File: config.mk
export PLATFORM = sky130hd
export DESIGN_NAME = dmr_top
export DESIGN_NICKNAME = d
export VERILOG_FILES = /design/src/dmr_pkg.sv /design/src/seq_source.sv /design/src/dmr_stream_reg.sv /design/src/dmr_ctrl.sv /design/src/seq_sink.sv /design/src/dmr_top.sv
export SDC_FILE = /design/constraint.sdc
export NUM_CORES = 1
export LEC_CHECK = 0
export BUFFER_PORTS_ARGS = -buffer_cell sky130_fd_sc_hd__buf_2
export CAP_MARGIN = 20
export CORE_ASPECT_RATIO = 0.9
export CORE_UTILIZATION = 60
export DETAILED_ROUTE_END_ITERATION = 6
export PLACE_DENSITY = 0.87
export SYNTH_ARGS = -nofsm -noshare
export SYNTH_HDL_FRONTEND = slang
export SYNTH_SLANG_ARGS = --single-unit
File: constraint.sdc
create_clock -name clk_i -period 4.3 [get_ports clk_i]
set_input_delay 0.215 -clock clk_i [delete_from_list [all_inputs] [get_ports clk_i]]
set_output_delay 0.215 -clock clk_i [all_outputs]
set_load 0.05 [all_outputs]
File: src/dmr_pkg.sv
// shared definitions for the dmr stream stage
// data width is only a default, every module takes DATA_BITS as a parameter
// the counter data wraps at 2**DATA_BITS, which is legal
package dmr_pkg;

    // default width of the counter data
    parameter int unsigned DATA_BITS_DEF = 8;

    // width of the detected-fault counter, saturates at the top
    parameter int unsigned FAULT_CNT_BITS = 8;

    // recovery control states
    typedef enum logic [1:0] {
        // normal operation
        CTRL_RUN    = 2'd0,
        // stage flush and source replay, one cycle
        CTRL_FLUSH  = 2'd1,
        // source gated for one cycle while it re-raises valid
        CTRL_REFILL = 2'd2
    } ctrl_state_e;

endpackage

File: src/seq_source.sv
// deterministic counter source, emits 0, 1, 2, ... with valid/ready
// valid rises one cycle after next_item_i, a transfer needs allow_i as well
// replay_i rewinds the counter by one and re-raises valid
// a next_item_i still pending when a replay arrives is merged into the replay
`timescale 1ns/1ns

module seq_source #(
    parameter int unsigned DATA_BITS = dmr_pkg::DATA_BITS_DEF
) (
    input  logic                 clk_i,
    input  logic                 rst_ni,
    input  logic                 next_item_i,
    input  logic                 allow_i,
    input  logic                 replay_i,
    input  logic                 ready_i,
    output logic                 valid_o,
    output logic [DATA_BITS-1:0] data_o
);

    logic [DATA_BITS-1:0] data_d, data_q;
    logic                 valid_d, valid_q;
    logic                 xfer;

    assign valid_o = valid_q;
    assign data_o  = data_q;
    // blocked handshakes do not count
    assign xfer    = valid_q & ready_i & allow_i;

    always_comb begin
        data_d  = data_q;
        valid_d = valid_q;
        // item taken, move to the next value
        if (xfer) begin
            valid_d = 1'b0;
            data_d  = data_q + 1'b1;
        end
        // request for one more item
        if (next_item_i) begin
            valid_d = 1'b1;
        end
        // lost item downstream, step back and offer it again
        if (replay_i) begin
            data_d  = data_q - 1'b1;
            valid_d = 1'b1;
        end
    end

    always_ff @(posedge clk_i or negedge rst_ni) begin
        if (!rst_ni) begin
            data_q  <= '0;
            valid_q <= 1'b0;
        end else begin
            data_q  <= data_d;
            valid_q <= valid_d;
        end
    end

    // replay only while transfers are gated off
    assert property (@(posedge clk_i) disable iff (!rst_ni)
        replay_i |-> !allow_i)
        else $error("seq_source: replay while transfers are allowed");

endmodule

File: src/dmr_stream_reg.sv
// one-entry stream register held in two copies, primary and shadow
// output data is the primary copy, mismatch_o compares both copies
// fault_i flips bit 0 of the shadow data while the entry is held
// detection only, no voting, recovery is up to the control
`timescale 1ns/1ns

module dmr_stream_reg #(
    parameter int unsigned DATA_BITS = dmr_pkg::DATA_BITS_DEF
) (
    input  logic                 clk_i,
    input  logic                 rst_ni,
    // upstream side
    input  logic                 valid_i,
    input  logic [DATA_BITS-1:0] data_i,
    output logic                 ready_o,
    input  logic                 allow_in_i,
    // downstream side
    output logic                 valid_o,
    output logic [DATA_BITS-1:0] data_o,
    input  logic                 ready_i,
    input  logic                 allow_out_i,
    // recovery and test
    input  logic                 flush_i,
    input  logic                 fault_i,
    output logic                 mismatch_o
);

    logic [DATA_BITS-1:0] data_p_q, data_s_q;
    logic                 valid_p_q, valid_s_q;
    logic                 in_xfer, out_xfer;
    logic                 inject;

    // ready exactly when empty
    assign ready_o  = ~valid_p_q;
    assign valid_o  = valid_p_q;
    assign data_o   = data_p_q;
    assign in_xfer  = valid_i & ready_o & allow_in_i;
    assign out_xfer = valid_p_q & ready_i & allow_out_i;
    // only an entry that stays put gets corrupted
    assign inject   = fault_i & valid_s_q & ~out_xfer & ~flush_i;

    // disagreeing flags, or disagreeing data while holding
    assign mismatch_o = (valid_p_q != valid_s_q) |
                        (valid_p_q & (data_p_q != data_s_q));

    // valid copies
    always_ff @(posedge clk_i or negedge rst_ni) begin
        if (!rst_ni) begin
            valid_p_q <= 1'b0;
            valid_s_q <= 1'b0;
        end else if (flush_i || out_xfer) begin
            valid_p_q <= 1'b0;
            valid_s_q <= 1'b0;
        end else if (in_xfer) begin
            valid_p_q <= 1'b1;
            valid_s_q <= 1'b1;
        end
    end

    // data copies, both loaded from the same input
    always_ff @(posedge clk_i) begin
        if (in_xfer) begin
            data_p_q <= data_i;
            data_s_q <= data_i;
        end else if (inject) begin
            data_s_q[0] <= ~data_s_q[0];
        end
    end

    // flush only follows a mismatch on a held entry
    assert property (@(posedge clk_i) disable iff (!rst_ni)
        flush_i |-> (valid_p_q && $past(mismatch_o)))
        else $error("dmr_stream_reg: flush without a preceding mismatch");

    // a suspect entry never leaves the stage
    assert property (@(posedge clk_i) disable iff (!rst_ni)
        mismatch_o |-> !out_xfer)
        else $error("dmr_stream_reg: entry with mismatching copies was delivered");

endmodule

File: src/dmr_ctrl.sv
// recovery control for the dmr stage
// a mismatch blocks the sink side, then flushes the stage and replays the source
// the source is gated during flush and for one refill cycle after it
// fault count saturates at all ones
`timescale 1ns/1ns

module dmr_ctrl (
    input  logic                                clk_i,
    input  logic                                rst_ni,
    input  logic                                mismatch_i,
    output logic                                src_allow_o,
    output logic                                sink_allow_o,
    output logic                                flush_o,
    output logic                                replay_o,
    output logic [dmr_pkg::FAULT_CNT_BITS-1:0] fault_count_o
);

    import dmr_pkg::*;

    ctrl_state_e               state_d, state_q;
    logic [FAULT_CNT_BITS-1:0] fault_cnt_q;

    always_comb begin
        state_d = state_q;
        case (state_q)
            CTRL_RUN: begin
                if (mismatch_i) begin
                    state_d = CTRL_FLUSH;
                end
            end
            CTRL_FLUSH:  state_d = CTRL_REFILL;
            CTRL_REFILL: state_d = CTRL_RUN;
            default:     state_d = CTRL_RUN;
        endcase
    end

    // never hand a suspect item to the sink
    assign sink_allow_o  = (state_q == CTRL_RUN) & ~mismatch_i;
    // source held off until the replayed item is settled
    assign src_allow_o   = (state_q == CTRL_RUN);
    assign flush_o       = (state_q == CTRL_FLUSH);
    assign replay_o      = (state_q == CTRL_FLUSH);
    assign fault_count_o = fault_cnt_q;

    always_ff @(posedge clk_i or negedge rst_ni) begin
        if (!rst_ni) begin
            state_q <= CTRL_RUN;
        end else begin
            state_q <= state_d;
        end
    end

    // one count per recovery, stick at the top
    always_ff @(posedge clk_i or negedge rst_ni) begin
        if (!rst_ni) begin
            fault_cnt_q <= '0;
        end else if (flush_o && (fault_cnt_q != '1)) begin
            fault_cnt_q <= fault_cnt_q + 1'b1;
        end
    end

    // the flush leaves the stage clean for the refill
    assert property (@(posedge clk_i) disable iff (!rst_ni)
        flush_o |=> !mismatch_i)
        else $error("dmr_ctrl: mismatch still present after flush");

endmodule

File: src/seq_sink.sv
// ready-on-strobe sink, ready drops after each accepted item
// every accepted item is registered and marked by a one-cycle strobe_o
// order_error_o latches on any skipped, repeated or reordered item
// after an error the expected value resyncs to the received one
`timescale 1ns/1ns

module seq_sink #(
    parameter int unsigned DATA_BITS = dmr_pkg::DATA_BITS_DEF
) (
    input  logic                 clk_i,
    input  logic                 rst_ni,
    input  logic                 raise_ready_i,
    input  logic                 allow_i,
    input  logic                 valid_i,
    input  logic [DATA_BITS-1:0] data_i,
    output logic                 ready_o,
    output logic                 strobe_o,
    output logic [DATA_BITS-1:0] data_o,
    output logic [31:0]          num_received_o,
    output logic                 order_error_o
);

    logic                 ready_q;
    logic                 xfer;
    logic                 strobe_q;
    logic [DATA_BITS-1:0] data_q;
    logic [DATA_BITS-1:0] expected_q;
    logic [31:0]          num_q;
    logic                 error_q;

    assign ready_o        = ready_q;
    assign xfer           = allow_i & valid_i & ready_q;
    assign strobe_o       = strobe_q;
    assign data_o         = data_q;
    assign num_received_o = num_q;
    assign order_error_o  = error_q;

    // control state and counters
    always_ff @(posedge clk_i or negedge rst_ni) begin
        if (!rst_ni) begin
            ready_q    <= 1'b0;
            strobe_q   <= 1'b0;
            expected_q <= '0;
            num_q      <= '0;
            error_q    <= 1'b0;
        end else begin
            // raise wins over the drop after a transfer
            if (raise_ready_i) begin
                ready_q <= 1'b1;
            end else if (xfer) begin
                ready_q <= 1'b0;
            end
            strobe_q <= xfer;
            if (xfer) begin
                num_q      <= num_q + 1'b1;
                expected_q <= data_i + 1'b1;
                if (data_i != expected_q) begin
                    error_q <= 1'b1;
                end
            end
        end
    end

    // received payload
    always_ff @(posedge clk_i) begin
        if (xfer) begin
            data_q <= data_i;
        end
    end

endmodule

File: src/dmr_top.sv
// dmr stream stage between a counter source and an order-checking sink
// fault_i corrupts the shadow copy of a held item to provoke recovery
// latency from next_item_i to rx_strobe_o varies, rx_strobe_o marks delivery
`timescale 1ns/1ns

module dmr_top #(
    parameter int unsigned DATA_BITS = dmr_pkg::DATA_BITS_DEF
) (
    input  logic                                clk_i,
    input  logic                                rst_ni,
    input  logic                                next_item_i,
    input  logic                                raise_ready_i,
    input  logic                                fault_i,
    output logic                                rx_strobe_o,
    output logic [DATA_BITS-1:0]                rx_data_o,
    output logic [31:0]                         num_received_o,
    output logic                                order_error_o,
    output logic [dmr_pkg::FAULT_CNT_BITS-1:0] fault_count_o
);

    // source to stage
    logic                 src_valid;
    logic [DATA_BITS-1:0] src_data;
    logic                 stage_in_ready;
    // stage to sink
    logic                 stage_valid;
    logic [DATA_BITS-1:0] stage_data;
    logic                 sink_ready;
    // control
    logic                 mismatch;
    logic                 src_allow, sink_allow;
    logic                 flush, replay;

    seq_source #(.DATA_BITS(DATA_BITS)) i_source (
        .clk_i, .rst_ni, .next_item_i,
        .allow_i (src_allow),
        .replay_i(replay),
        .ready_i (stage_in_ready),
        .valid_o (src_valid),
        .data_o  (src_data)
    );

    dmr_stream_reg #(.DATA_BITS(DATA_BITS)) i_stage (
        .clk_i, .rst_ni,
        .valid_i    (src_valid),
        .data_i     (src_data),
        .ready_o    (stage_in_ready),
        .allow_in_i (src_allow),
        .valid_o    (stage_valid),
        .data_o     (stage_data),
        .ready_i    (sink_ready),
        .allow_out_i(sink_allow),
        .flush_i    (flush),
        .fault_i,
        .mismatch_o (mismatch)
    );

    dmr_ctrl i_ctrl (
        .clk_i, .rst_ni,
        .mismatch_i  (mismatch),
        .src_allow_o (src_allow),
        .sink_allow_o(sink_allow),
        .flush_o     (flush),
        .replay_o    (replay),
        .fault_count_o
    );

    seq_sink #(.DATA_BITS(DATA_BITS)) i_sink (
        .clk_i, .rst_ni, .raise_ready_i,
        .allow_i       (sink_allow),
        .valid_i       (stage_valid),
        .data_i        (stage_data),
        .ready_o       (sink_ready),
        .strobe_o      (rx_strobe_o),
        .data_o        (rx_data_o),
        .num_received_o,
        .order_error_o
    );

endmodule

# == Word-level counts from Yosys, hierarchy flattened ==
# Cells that the tools add are included.
# word_totals
in_bits,5
wordCells,62
output_inout_bits,50
register_bits,87
# classes
n_eq_ne,5
n_bitwise,16
n_addsub,5
n_reduce_logical,9
muxes,13
# op_table
cell,n
adder 32 x 1 -> 32 bit (second input constant),1
adder 8 x 1 -> 8 bit (second input constant),3
2-to-1 mux 8 bit,2
inequality test 8 bit,2
AND 1 bit,11
2-to-1 mux 1 bit,9
inequality test 8 bit (second input constant),1
nonzero test 2 bit,4
subtractor 8 x 1 -> 8 bit (second input constant),1
inverter 1 bit,5
one-hot mux 2 bit (2 select lines),1
nonzero test 3 bit,1
== test 2 x 1 -> 1 bit (second input constant),1
zero test 2 bit,1
2-to-1 mux 2 bit,1
inequality test 2 x 1 -> 1 bit (second input constant),1
AND reduction 2 bit,1
logical AND 1 bit,1
logical OR 1 bit,1

# == Depth between registers and ports, before layout ==
# Gate-level depths: netlist (run 1).
# depth
depth_word,10
ltp_mapped,9

# == Hierarchy ==
# A second synthesis (run 1) with hierarchy kept.
# hier_totals
cells_unflattened,323
area_unflattened_um2,3819.9
# by_module_without_submodules
mod,seq_area_each_um2,cells_each,n_inst,area_per_inst_um2
seq_sink,1316.3,192,1,2278.4
seq_source,225.2,61,1,605.6
dmr_ctrl,250.2,42,1,494.2
dmr_stream_reg,295.3,28,1,441.7

# == Worst setup path before layout (run 1) ==
# Ideal clock, no wire load.
# synth_path
kind,register to register
startpoint,register i_ctrl.state_q[1]
endpoint,"register i_source.data_q[6], in the netlist i_source.data_o[6]"
slack_ns,2.229
required_time_ns,4.176
t_arrival_ns,1.947
stages_incl_launch_ff,10
path_cell_list,dfrtp_1 nand2b_1 buf_2 xnor2_1 ha_1 or2_2 a32oi_1 nor3_1 a31o_1 xor2_1
# synth_between
elab_chain_cells,3
# synth_rtl
element,line,rtl
start: declaration,dmr_ctrl.sv:20,"ctrl_state_e state_d, state_q;"
start signal: assignment,dmr_ctrl.sv:49,state_q <= state_d;
zero test 2 bit,dmr_ctrl.sv:40,assign src_allow_o = (state_q == CTRL_RUN);
AND 1 bit,seq_source.sv:27,assign xfer = valid_q & ready_i & allow_i;
nonzero test 2 bit (no line),n/a,
end signal: assignment,seq_source.sv:53,data_q <= data_d;
end: declaration,seq_source.sv:20,"logic [DATA_BITS-1:0] data_d, data_q;"
# Several ways; a longest one is shown, not always the timed one.
# A chain may end at the register's enable or synchronous reset.

# == Worst setup path after layout (run 1) ==
# Same ends and word-level chain as after synthesis.

==> results of run 1 <==
## layout make-up
cell class                      instances  area share (%)
Multi-Input combinational cell        204            34.5
Timing Repair Buffer                   55            6.79
Clock inverter                          6            1.44
Sequential cell                        80            51.0
Inverter                                8           0.734
Tap cell                               70            2.14
Clock buffer                           10            3.36
## cells by family after synthesis
family / share of synthesized area (%)
buffers and inverters: 1.41
AO/OA/AOI/OAI: 4.16
AND/OR/NAND/NOR: 18.6
multiplexers: 0.916
adder cells (fa/ha/maj): 1.41
flip-flops: 58.8
XOR/XNOR: 14.7
## worst max-delay path: cells and delay by family, from the launching register on
family,cells,cell delay [ps]
flip-flops,1,430
adder cells (fa/ha/maj),1,230
AO/OA/AOI/OAI,2,540
AND/OR/NAND/NOR,3,710
XOR/XNOR,2,340
## power groups by stage
stage	logic, uW	registers [uW]	clock network, uW
floorplan	541	1520	0
global placement	983	1270	0
detailed placement	1010	1290	0
CTS	1020	1280	549
global route	1110	1310	584
finish	1010	1280	534
## worst max-delay path by stage
stage / start / end / slack [ps] / cells after the start
3_5_place_dp: i_ctrl.state_q[1]$_DFFE_PN0P_ / i_source.data_o[6]$_DFFE_PN0P_ / 1940 / 8
6_report: i_ctrl.state_q[1]$_DFFE_PN0P_ / i_source.data_o[6]$_DFFE_PN0P_ / 1920 / 8
2_1_floorplan: i_ctrl.state_q[1]$_DFFE_PN0P_ / i_source.data_o[6]$_DFFE_PN0P_ / 2230 / 9
5_1_grt: i_ctrl.state_q[1]$_DFFE_PN0P_ / i_source.data_o[6]$_DFFE_PN0P_ / 1800 / 8
4_1_cts: i_ctrl.state_q[1]$_DFFE_PN0P_ / i_source.data_o[6]$_DFFE_PN0P_ / 1930 / 8
3_3_place_gp: i_stage.data_o[0]$_DFFE_PP_ / i_sink.num_received_o[18]$_DFFE_PN0P_ / 2020 / 6
## cell usage after synthesis, types with 2 or more instances
cell,count
nor4_2,2
nor4_4,2
and3_1,8
ha_1,4
inv_1,6
nand3_1,22
xnor2_1,45
xor2_1,11
buf_2,4
and2_1,2
or2_2,2
nand2_1,32
nand2b_1,4
nor2_1,14
a21oi_1,7
and4_1,2
nand4_1,11
o21ai_0,11
edfxtp_1,17
xor2_2,2
inv_2,2
dfrtp_1,63
mux2_2,2
nor3_1,3
## metal layers
metal | GRT usage (%) | vias to the layer above
met1 | 29.2 | 1134
met2 | 34.2 | 65
li1 | - | 1153
met3 | 7.02 | 14
met5 | 0 | -
met4 | 10.2 | 0
## flip-flops by register name, indices dropped and copies added, names as in the netlist, 2 cells and up
signal,cells
i_ctrl.fault_count_o,8
i_ctrl.state_q,2
i_sink.data_o,8
i_sink.expected_q,8
i_sink.num_received_o,32
i_source.data_o,8
i_stage.data_o,2
i_stage.data_s_q,7
## through the flow
step | total power [uW] | instances
after global routing | 3000 | 433
after CTS | 2850 | 433
after global placement | 2260 | 417
final | 2830 | 433
after floorplan | 2060 | 296
after detailed placement | 2300 | 417
==> out/metrics.yaml, run 1 <==
run_status:
  status: "complete, no violations"
critical_path:
  worstPathRequired_ps: 4520
  slowest_delay_ps: 430
  cp_slowest_cell: "dfrtp_1"
  r2r_end: "i_source.data_o[6]$_DFFE_PN0P_"
  r2r_setup_slack_ps: 1920
  path_cells: "nand2b_1 -> xnor2_1 -> ha_1 -> or2_2 -> a32oi_1 -> nor3_1 -> a31o_1 -> xor2_1"
  crit_fanout: 8
  rr_worst_depth: 8
  cp.arrival_ps: 2600
  end_kind: "register"
  r2r_start: "i_ctrl.state_q[1]$_DFFE_PN0P_"
  worst_setup_path_start_kind: "register"
  criticalPathCategory: "register to register"
final_layout:
  post-route-util_pct: 71.9
  antennaDiodeCount: 0
  final_nets: 367
  register_area_sq_um: 2090
  drive_above_1_share_pct: 23.7
  final_common_cell: "dfrtp_1"
  area_delta_synth_final_pct: 15.3
  multi_input_comb_area_sq_um: 1410
  fillers: 417
  final_cell_mix: "dfrtp_1, buf_2, xnor2_1"
  final_cell_area_sq_um: 4090
sta:
  worst_slack_ps: 1920
  slew_viol_final: 0
  hold_ws_ps: 21.7
  worst_slew_pin_slew_ps: 777
  hold_viol: 0
  max_freq_mhz: 420
  tns_ps: 0
  min_period_ps: 2380
  setup_viol: 0
  grt_setup_unrepaired: "false"
  finalClockSkew_ps: 6.34
  period_share_pct: 55.3
  maxSlewHeadroom_pct: 48.2
logic_synthesis:
  postSynthAreaPerCell_sq_um: 12.0
  synth_ff_type: "dfrtp_1"
  synth_top_area_share_pct: 44.4
  synthCells: 296
  netlist_area_sq_um: 3550
  yosysUniqueCellTypes: 42
  synth_nets: 305
  yosysTopAreaCell: "dfrtp_1"
  yosys_warnings: 0
  yosysSeqAreaShare_pct: 58.8
  yosys-top-cells-area: "dfrtp_1, edfxtp_1, xnor2_1"
  async_flop_share_pct: 78.8
  synth_edf_count: 17
  synth_seq_cells: 80
placed_design:
  pre_cts_ws_ps: 1940
  place_congestion: 0.748
  post_dp_cell_area_sq_um: 3890
  dp.final_hpwl_mm: 4.41
  place.port_buffers: 54
global_routing:
  antenna_found_initial: 0
  grt_pass1_vias: 2205
  grt_overflow_total: 0
  grt_max_degree: 64
  grt_usage_pct: 22.1
  grt_pass1_wl_mm: 10.5
route:
  drt-pass1-iter-count: 4
  wirelength_mm: 6.33
  route.met2.wl_mm: 2.98
  detail-route-antenna-nets: 0
  top_layer: "met4"
  num_vias: 2366
  m1WireLength_mm: 2.91
  routed_via_density: 5.46
  wl_met3_microns: 315
  first_iter_violations: 144
  drc: 0
  wire_per_inst_microns: 14.6
clock_tree:
  clock_latency_ps: 340
  cts_sinks: 80
  cts_resized: 0
  root_buffer: "clkbuf_8"
  cts_buffers: 9
  cts_tree: "yes"
  cts-hold-fix-buffers: 0
  cts_setup_buffers: 0
  h-tree-depth: 3
  clkTransAtPathRegs_ps: 80
  clockBufferDepth: 2
pwr:
  p_clk_share_pct: 18.9
  combPwrFrac_pct: 35.9
  internal-power_uw: 1660
  power.density_nw_per_um2: 691
  p_sw_uw: 1170
  sw_frac_of_total_pct: 41.4
  p_leak_uw: 0.00184
  power_frac_seq_pct: 45.2
  vdd_drop_max_mv: 0.537
worst_hold_path:
  worstHoldPathType: "primary input to async pin"
job:
  cap_violations: 0
floorplan:
  die_x_microns: 83.1
  core_sq_um: 5690
  row_count: 26
  ioPinCount: 55
  initial_core_util_pct: 62.4
  fp.dieH_microns: 75.0
  die-area_sq_um: 6230
Note: power is estimated with default switching activity, not from simulation.
==> run 2: changes to the inputs <==
--- a/config.mk
+++ b/config.mk
@@ -8,9 +8,9 @@
 export BUFFER_PORTS_ARGS = -buffer_cell sky130_fd_sc_hd__buf_2
 export CAP_MARGIN = 20
 export CORE_ASPECT_RATIO = 0.9
-export CORE_UTILIZATION = 60
+export CORE_UTILIZATION = 56
 export DETAILED_ROUTE_END_ITERATION = 6
-export PLACE_DENSITY = 0.87
+export PLACE_DENSITY = 0.82
 export SYNTH_ARGS = -nofsm -noshare
 export SYNTH_HDL_FRONTEND = slang
 export SYNTH_SLANG_ARGS = --single-unit
==> constraint.sdc (replaced) <==
create_clock -name clk_i -period 2.2 [get_ports clk_i]
set_input_delay 0.11 -clock clk_i [delete_from_list [all_inputs] [get_ports clk_i]]
set_output_delay 0.11 -clock clk_i [all_outputs]
set_load 0.05 [all_outputs]
==> run 2 against run 1 <==
Effect of this change: sequential share of layout area shrank 2.0 points; critical path depth is the same; non-clock buffer count grew 11; design area grew 4.2%; setup slack lost 1800 ps; wire length grew 5.6%; die area grew 7.0%; clock power grew 150%; clock skew grew 8.7 ps; flip-flop and latch count is the same; largest power group unchanged.
==> out/metrics.yaml, run 2 (synthesized netlist as in run 1, its figures left out) <==
run_status:
  status: "complete, no violations"
critical_path:
  criticalPathCategory: "register to register"
  r2r_end: "i_source.data_o[6]$_DFFE_PN0P_"
  crit_fanout: 5
  worstPathRequired_ps: 2440
  rr_worst_depth: 8
  r2r_setup_slack_ps: 150
  cp.arrival_ps: 2280
  end_kind: "register"
  r2r_start: "i_ctrl.state_q[1]$_DFFE_PN0P_"
  worst_setup_path_start_kind: "register"
sta:
  grt_setup_unrepaired: "false"
  finalClockSkew_ps: 15.0
  hold_viol: 0
  tns_ps: 0
  worst_slew_pin_slew_ps: 446
  maxSlewHeadroom_pct: 70.2
  setup_viol: 0
  period_share_pct: 93.1
  max_freq_mhz: 488
  min_period_ps: 2050
  slew_viol_final: 0
floorplan:
  core_sq_um: 6110
  row_count: 27
  initial_core_util_pct: 58.1
  ioPinCount: 55
  die-area_sq_um: 6660
  die_x_microns: 85.9
  fp.dieH_microns: 77.5
final_layout:
  final_nets: 378
  fillers: 434
  final_common_cell: "dfrtp_1"
  antennaDiodeCount: 0
  largest_register_ffs: 32
  post-route-util_pct: 69.7
  area_delta_synth_final_pct: 20.1
  final_cell_mix: "dfrtp_1, buf_2, xnor2_1"
  drive_above_1_share_pct: 25.7
route:
  drc: 0
  wire_per_inst_microns: 14.5
  first_iter_violations: 76
  wirelength_mm: 6.68
  routed_via_density: 5.20
  drt-pass1-iter-count: 4
  num_vias: 2398
  detail-route-antenna-nets: 0
worst_hold_path:
  min_from: "fault_i"
  min_path_cells: 2
  holdPathEnd: "i_stage.data_s_q[0]$_DFFE_PP_"
  worstHoldPathType: "primary input to register"
global_routing:
  grt_max_degree: 29
  grt_pass1_wl_mm: 11.3
  grt_pass1_vias: 2330
  grt_usage_pct: 22.5
  grt_overflow_total: 0
  antenna_found_initial: 0
placed_design:
  place.port_buffers: 54
  place_congestion: 0.833
  dp.final_hpwl_mm: 4.60
pwr:
  p_leak_uw: 0.00192
  power.density_nw_per_um2: 1380
  vdd_drop_max_mv: 1.07
clock_tree:
  h-tree-depth: 3
  cts_setup_buffers: 0
  root_buffer: "clkbuf_8"
  clock_latency_ps: 360
  cts_buffers: 9
  clockBufferDepth: 2
  clkTransAtPathRegs_ps: 80
  cts_tree: "yes"
  cts_sinks: 80
job:
  cap_violations: 0
[run 2: cell types whose count changed in the layout (fill, tap and decap cells not counted), sizes merged]
| cell | before | now |
|---|---|---|
| clkbuf | 10 | 9 |
| buf | 55 | 63 |
| clkinv | 3 | 0 |
| inv | 8 | 11 |
| bufinv | 1 | 3 |
| dlygate4sd3 | 0 | 3 |
| clkinvlp | 2 | 1 |
[run 2: power breakdown]
part	switching (uW)	internal, uW
clock	556	765
sequential	452	2030
combinational	1350	719
total	2360	3520
[run 2: worst max-delay path by stage]
stage | from | to | slack, ps | cells past startpoint
6_report | i_ctrl.state_q[1]$_DFFE_PN0P_ | i_source.data_o[6]$_DFFE_PN0P_ | 150 | 8
5_1_grt | i_ctrl.state_q[1]$_DFFE_PN0P_ | i_source.data_o[6]$_DFFE_PN0P_ | 20 | 8
4_1_cts | i_ctrl.state_q[1]$_DFFE_PN0P_ | i_source.data_o[6]$_DFFE_PN0P_ | 120 | 8
3_5_place_dp | i_ctrl.state_q[1]$_DFFE_PN0P_ | i_source.data_o[6]$_DFFE_PN0P_ | 150 | 8
3_3_place_gp | i_ctrl.state_q[1]$_DFFE_PN0P_ | i_source.data_o[6]$_DFFE_PN0P_ | 180 | 8
2_1_floorplan | i_ctrl.state_q[1]$_DFFE_PN0P_ | i_source.data_o[6]$_DFFE_PN0P_ | 130 | 9
[run 2: metal layers]
metal	track usage, %	share of wire [%]	vias up
met1	29.8	46	1163
met3	5.32	3.3	11
met4	8.17	1.6	0
li1	-	-	1173
met2	36.2	49	51
met5	0	0	-
[run 2: cell type report]
type / count / area, sq um / share of cell area (%)
clock buffer: 9 / 124 / 2.91
clock inverter: 7 / 124 / 2.91
inverter: 8 / 30.0 / 0.705
multi-input combinational: 204 / 1420 / 33.3
sequential: 80 / 2090 / 49.0
tap: 87 / 109 / 2.55
timing repair buffer: 66 / 368 / 8.63
[run 2: repair_timing]
action | in CTS | in global routing
hold endpoints to repair | 36 | 0
gates resized for setup | 0 | 1
setup endpoints to repair | 0 | 1
hold buffers | 3 | 0
[run 2: per-stage QoR]
stage | hold slack, ps | area, sq um | total power [uW] | worst slack, ps | instances
floorplan | -186 | 3550 | 4030 | 129 | 296
global placement | -5.30 | 3980 | 4490 | 184 | 442
detailed placement | -7.41 | 3980 | 4560 | 153 | 442
CTS | 120 | 4250 | 5900 | 119 | 461
global route | 124 | 4260 | 6210 | 21.7 | 461
finish | 123 | 4260 | 5870 | 151 | 461
[run 2: critical path, stage by stage, from the launching register on]
cell and delay (ps):
dfrtp_1 420, nand2b_1 180, xnor2_1 130, ha_1 230
or2_2 290, a32oi_2 240, nor3_1 90, a31o_1 210
xor2_1 130
==> run 3: changes to the inputs <==
--- a/config.mk
+++ b/config.mk
@@ -7,10 +7,13 @@
 export LEC_CHECK = 0
 export BUFFER_PORTS_ARGS = -buffer_cell sky130_fd_sc_hd__buf_2
 export CAP_MARGIN = 20
+export CELL_PAD_IN_SITES_DETAIL_PLACEMENT = 1
+export CELL_PAD_IN_SITES_GLOBAL_PLACEMENT = 1
 export CORE_ASPECT_RATIO = 0.9
-export CORE_UTILIZATION = 56
+export CORE_UTILIZATION = 45
 export DETAILED_ROUTE_END_ITERATION = 6
 export PLACE_DENSITY = 0.82
+export RECOVER_POWER = 100
 export SYNTH_ARGS = -nofsm -noshare
 export SYNTH_HDL_FRONTEND = slang
 export SYNTH_SLANG_ARGS = --single-unit
==> run 3 against run 2 <==
Effect of this change: the run now ends with capacitance limit, slew limit left; hold slack improved by 6.4 ps; design area decreased by 3.6%; largest power group unchanged; non-clock buffer count unchanged.
==> out/metrics.yaml, run 3 (synthesized netlist as in run 1, its figures left out) <==
run_status:
  status: "complete, but fails checks"
  violations: "capacitance limit, slew limit"
clock_tree:
  root_buffer: "clkbuf_8"
  clock_latency_ps: 350
  clkTransAtPathRegs_ps: 80
  cts_sinks: 80
  cts_tree: "yes"
  cts_setup_buffers: 0
  clockBufferDepth: 2
  h-tree-depth: 3
  cts_buffers: 9
global_routing:
  antenna_found_initial: 0
  grt_pass1_vias: 2696
  grt_pass1_wl_mm: 13.4
  grt_max_degree: 36
  grt_usage_pct: 21.8
  grt_overflow_total: 0
critical_path:
  cp.arrival_ps: 2280
  worst_setup_path_start_kind: "register"
  criticalPathCategory: "register to register"
  crit_fanout: 5
  end_kind: "register"
  worstPathRequired_ps: 2430
  rr_worst_depth: 8
floorplan:
  row_count: 30
  initial_core_util_pct: 46.8
  die_x_microns: 95.6
  ioPinCount: 55
  die-area_sq_um: 8250
  fp.dieH_microns: 86.3
  core_sq_um: 7580
placed_design:
  post_dp_cell_area_sq_um: 4000
  place.port_buffers: 54
  dp.final_hpwl_mm: 5.81
  place_congestion: 0.753
final_layout:
  final_cell_mix: "dfrtp_1, clkbuf_1, xnor2_1"
  post-route-util_pct: 54.2
  largest_register_ffs: 32
  antennaDiodeCount: 0
  area_delta_synth_final_pct: 15.7
  final_common_cell: "dfrtp_1"
  final_nets: 378
  drive_above_1_share_pct: 9.63
  final_cell_area_sq_um: 4110
sta:
  maxSlewHeadroom_pct: -7.95
  tns_ps: 0
  max_freq_mhz: 487
  worst_slew_pin_slew_ps: 1620
  slew_viol_final: 29
  setup_viol: 0
  grt_setup_unrepaired: "false"
  hold_viol: 0
  min_period_ps: 2050
  period_share_pct: 93.3
  finalClockSkew_ps: 10.7
pwr:
  p_leak_uw: 0.00168
  vdd_drop_max_mv: 0.758
  power.density_nw_per_um2: 1370
route:
  num_vias: 2498
  wire_per_inst_microns: 17.6
  drt-pass1-iter-count: 4
  drc: 0
  wirelength_mm: 8.28
  detail-route-antenna-nets: 0
  routed_via_density: 5.31
  first_iter_violations: 75
worst_hold_path:
  worstHoldPathType: "primary input to register"
  min_path_cells: 2
job:
  cap_violations: 1
## run 3: cell types whose count changed in the layout (fill, tap and decap cells not counted), moves of 2 or more
cell,previous run,this run
buf_2,54,3
buf_4,9,4
bufinv_16,3,1
clkbuf_1,0,55
inv_2,2,0
inv_6,3,1
nor4_1,1,3
nor4_4,2,0
## run 3: final timing paths
check,startpoint,endpoint,slack (ps)
setup / recovery,i_ctrl.state_q[1]$_DFFE_PN0P_,i_source.data_o[6]$_DFFE_PN0P_,150
hold / removal,fault_i,i_stage.data_s_q[0]$_DFFE_PP_,130
setup reg to reg,i_ctrl.state_q[1]$_DFFE_PN0P_,i_source.data_o[6]$_DFFE_PN0P_,150
hold reg to reg,i_sink.order_error_o$_DFFE_PN0P_,i_sink.order_error_o$_DFFE_PN0P_,470
max in group asynchronous,rst_ni,i_source.data_o[3]$_DFFE_PN0P_,550
min in group asynchronous,rst_ni,i_sink.num_received_o[20]$_DFFE_PN0P_,690
## run 3: metrics by stage
| step | hold slack [ps] | cells | power, uW | setup WS (ps) |
|---|---|---|---|---|
| finish | 130 | 470 | 5630 | 148 |
| global route | 141 | 470 | 5960 | 50.9 |
| CTS | 121 | 470 | 5820 | 29.2 |
| detailed placement | 192 | 451 | 4680 | 2.48 |
| global placement | 184 | 451 | 4530 | 177 |
| floorplan | -186 | 296 | 4030 | 129 |
## run 3: area by class of cell
class                   instances  area, sq um
clock buffers                  10          128
clock inverters                 6         67.6
fillers                       869         3480
inverters                       8         30.0
multi-input cells             204         1370
flip-flops and latches         80         2090
well taps                      96          120
repair buffers                 66          303
## run 3: worst max-delay path: stages, from the launching register on
cell      delay, ps
dfrtp_1         430
nand2b_4        170
xnor2_1         120
ha_2            200
or2_2           280
a32oi_2         270
nor3_1          100
a31o_1          220
xor2_1          140
## run 3: what timing repair did
action / in CTS / in global routing
endpoints found under the hold margin: 30 / 0
endpoints found under the setup margin: 1 / 2
resized for setup: 1 / 3
hold buffers: 3 / 0
## run 3: metal layers
metal | share of wire (%) | GRT usage (%)
met5 | 0 | 0
met4 | 1.7 | 7.60
met3 | 3.2 | 4.82
met2 | 53 | 38.4
met1 | 42 | 26.3
## run 3: power by group
group | internal, uW | switching [uW] | leakage (uW)
clock | 528 | 546 | 0.0000929
combinational | 642 | 1410 | 0.000605
sequential | 2030 | 477 | 0.000979
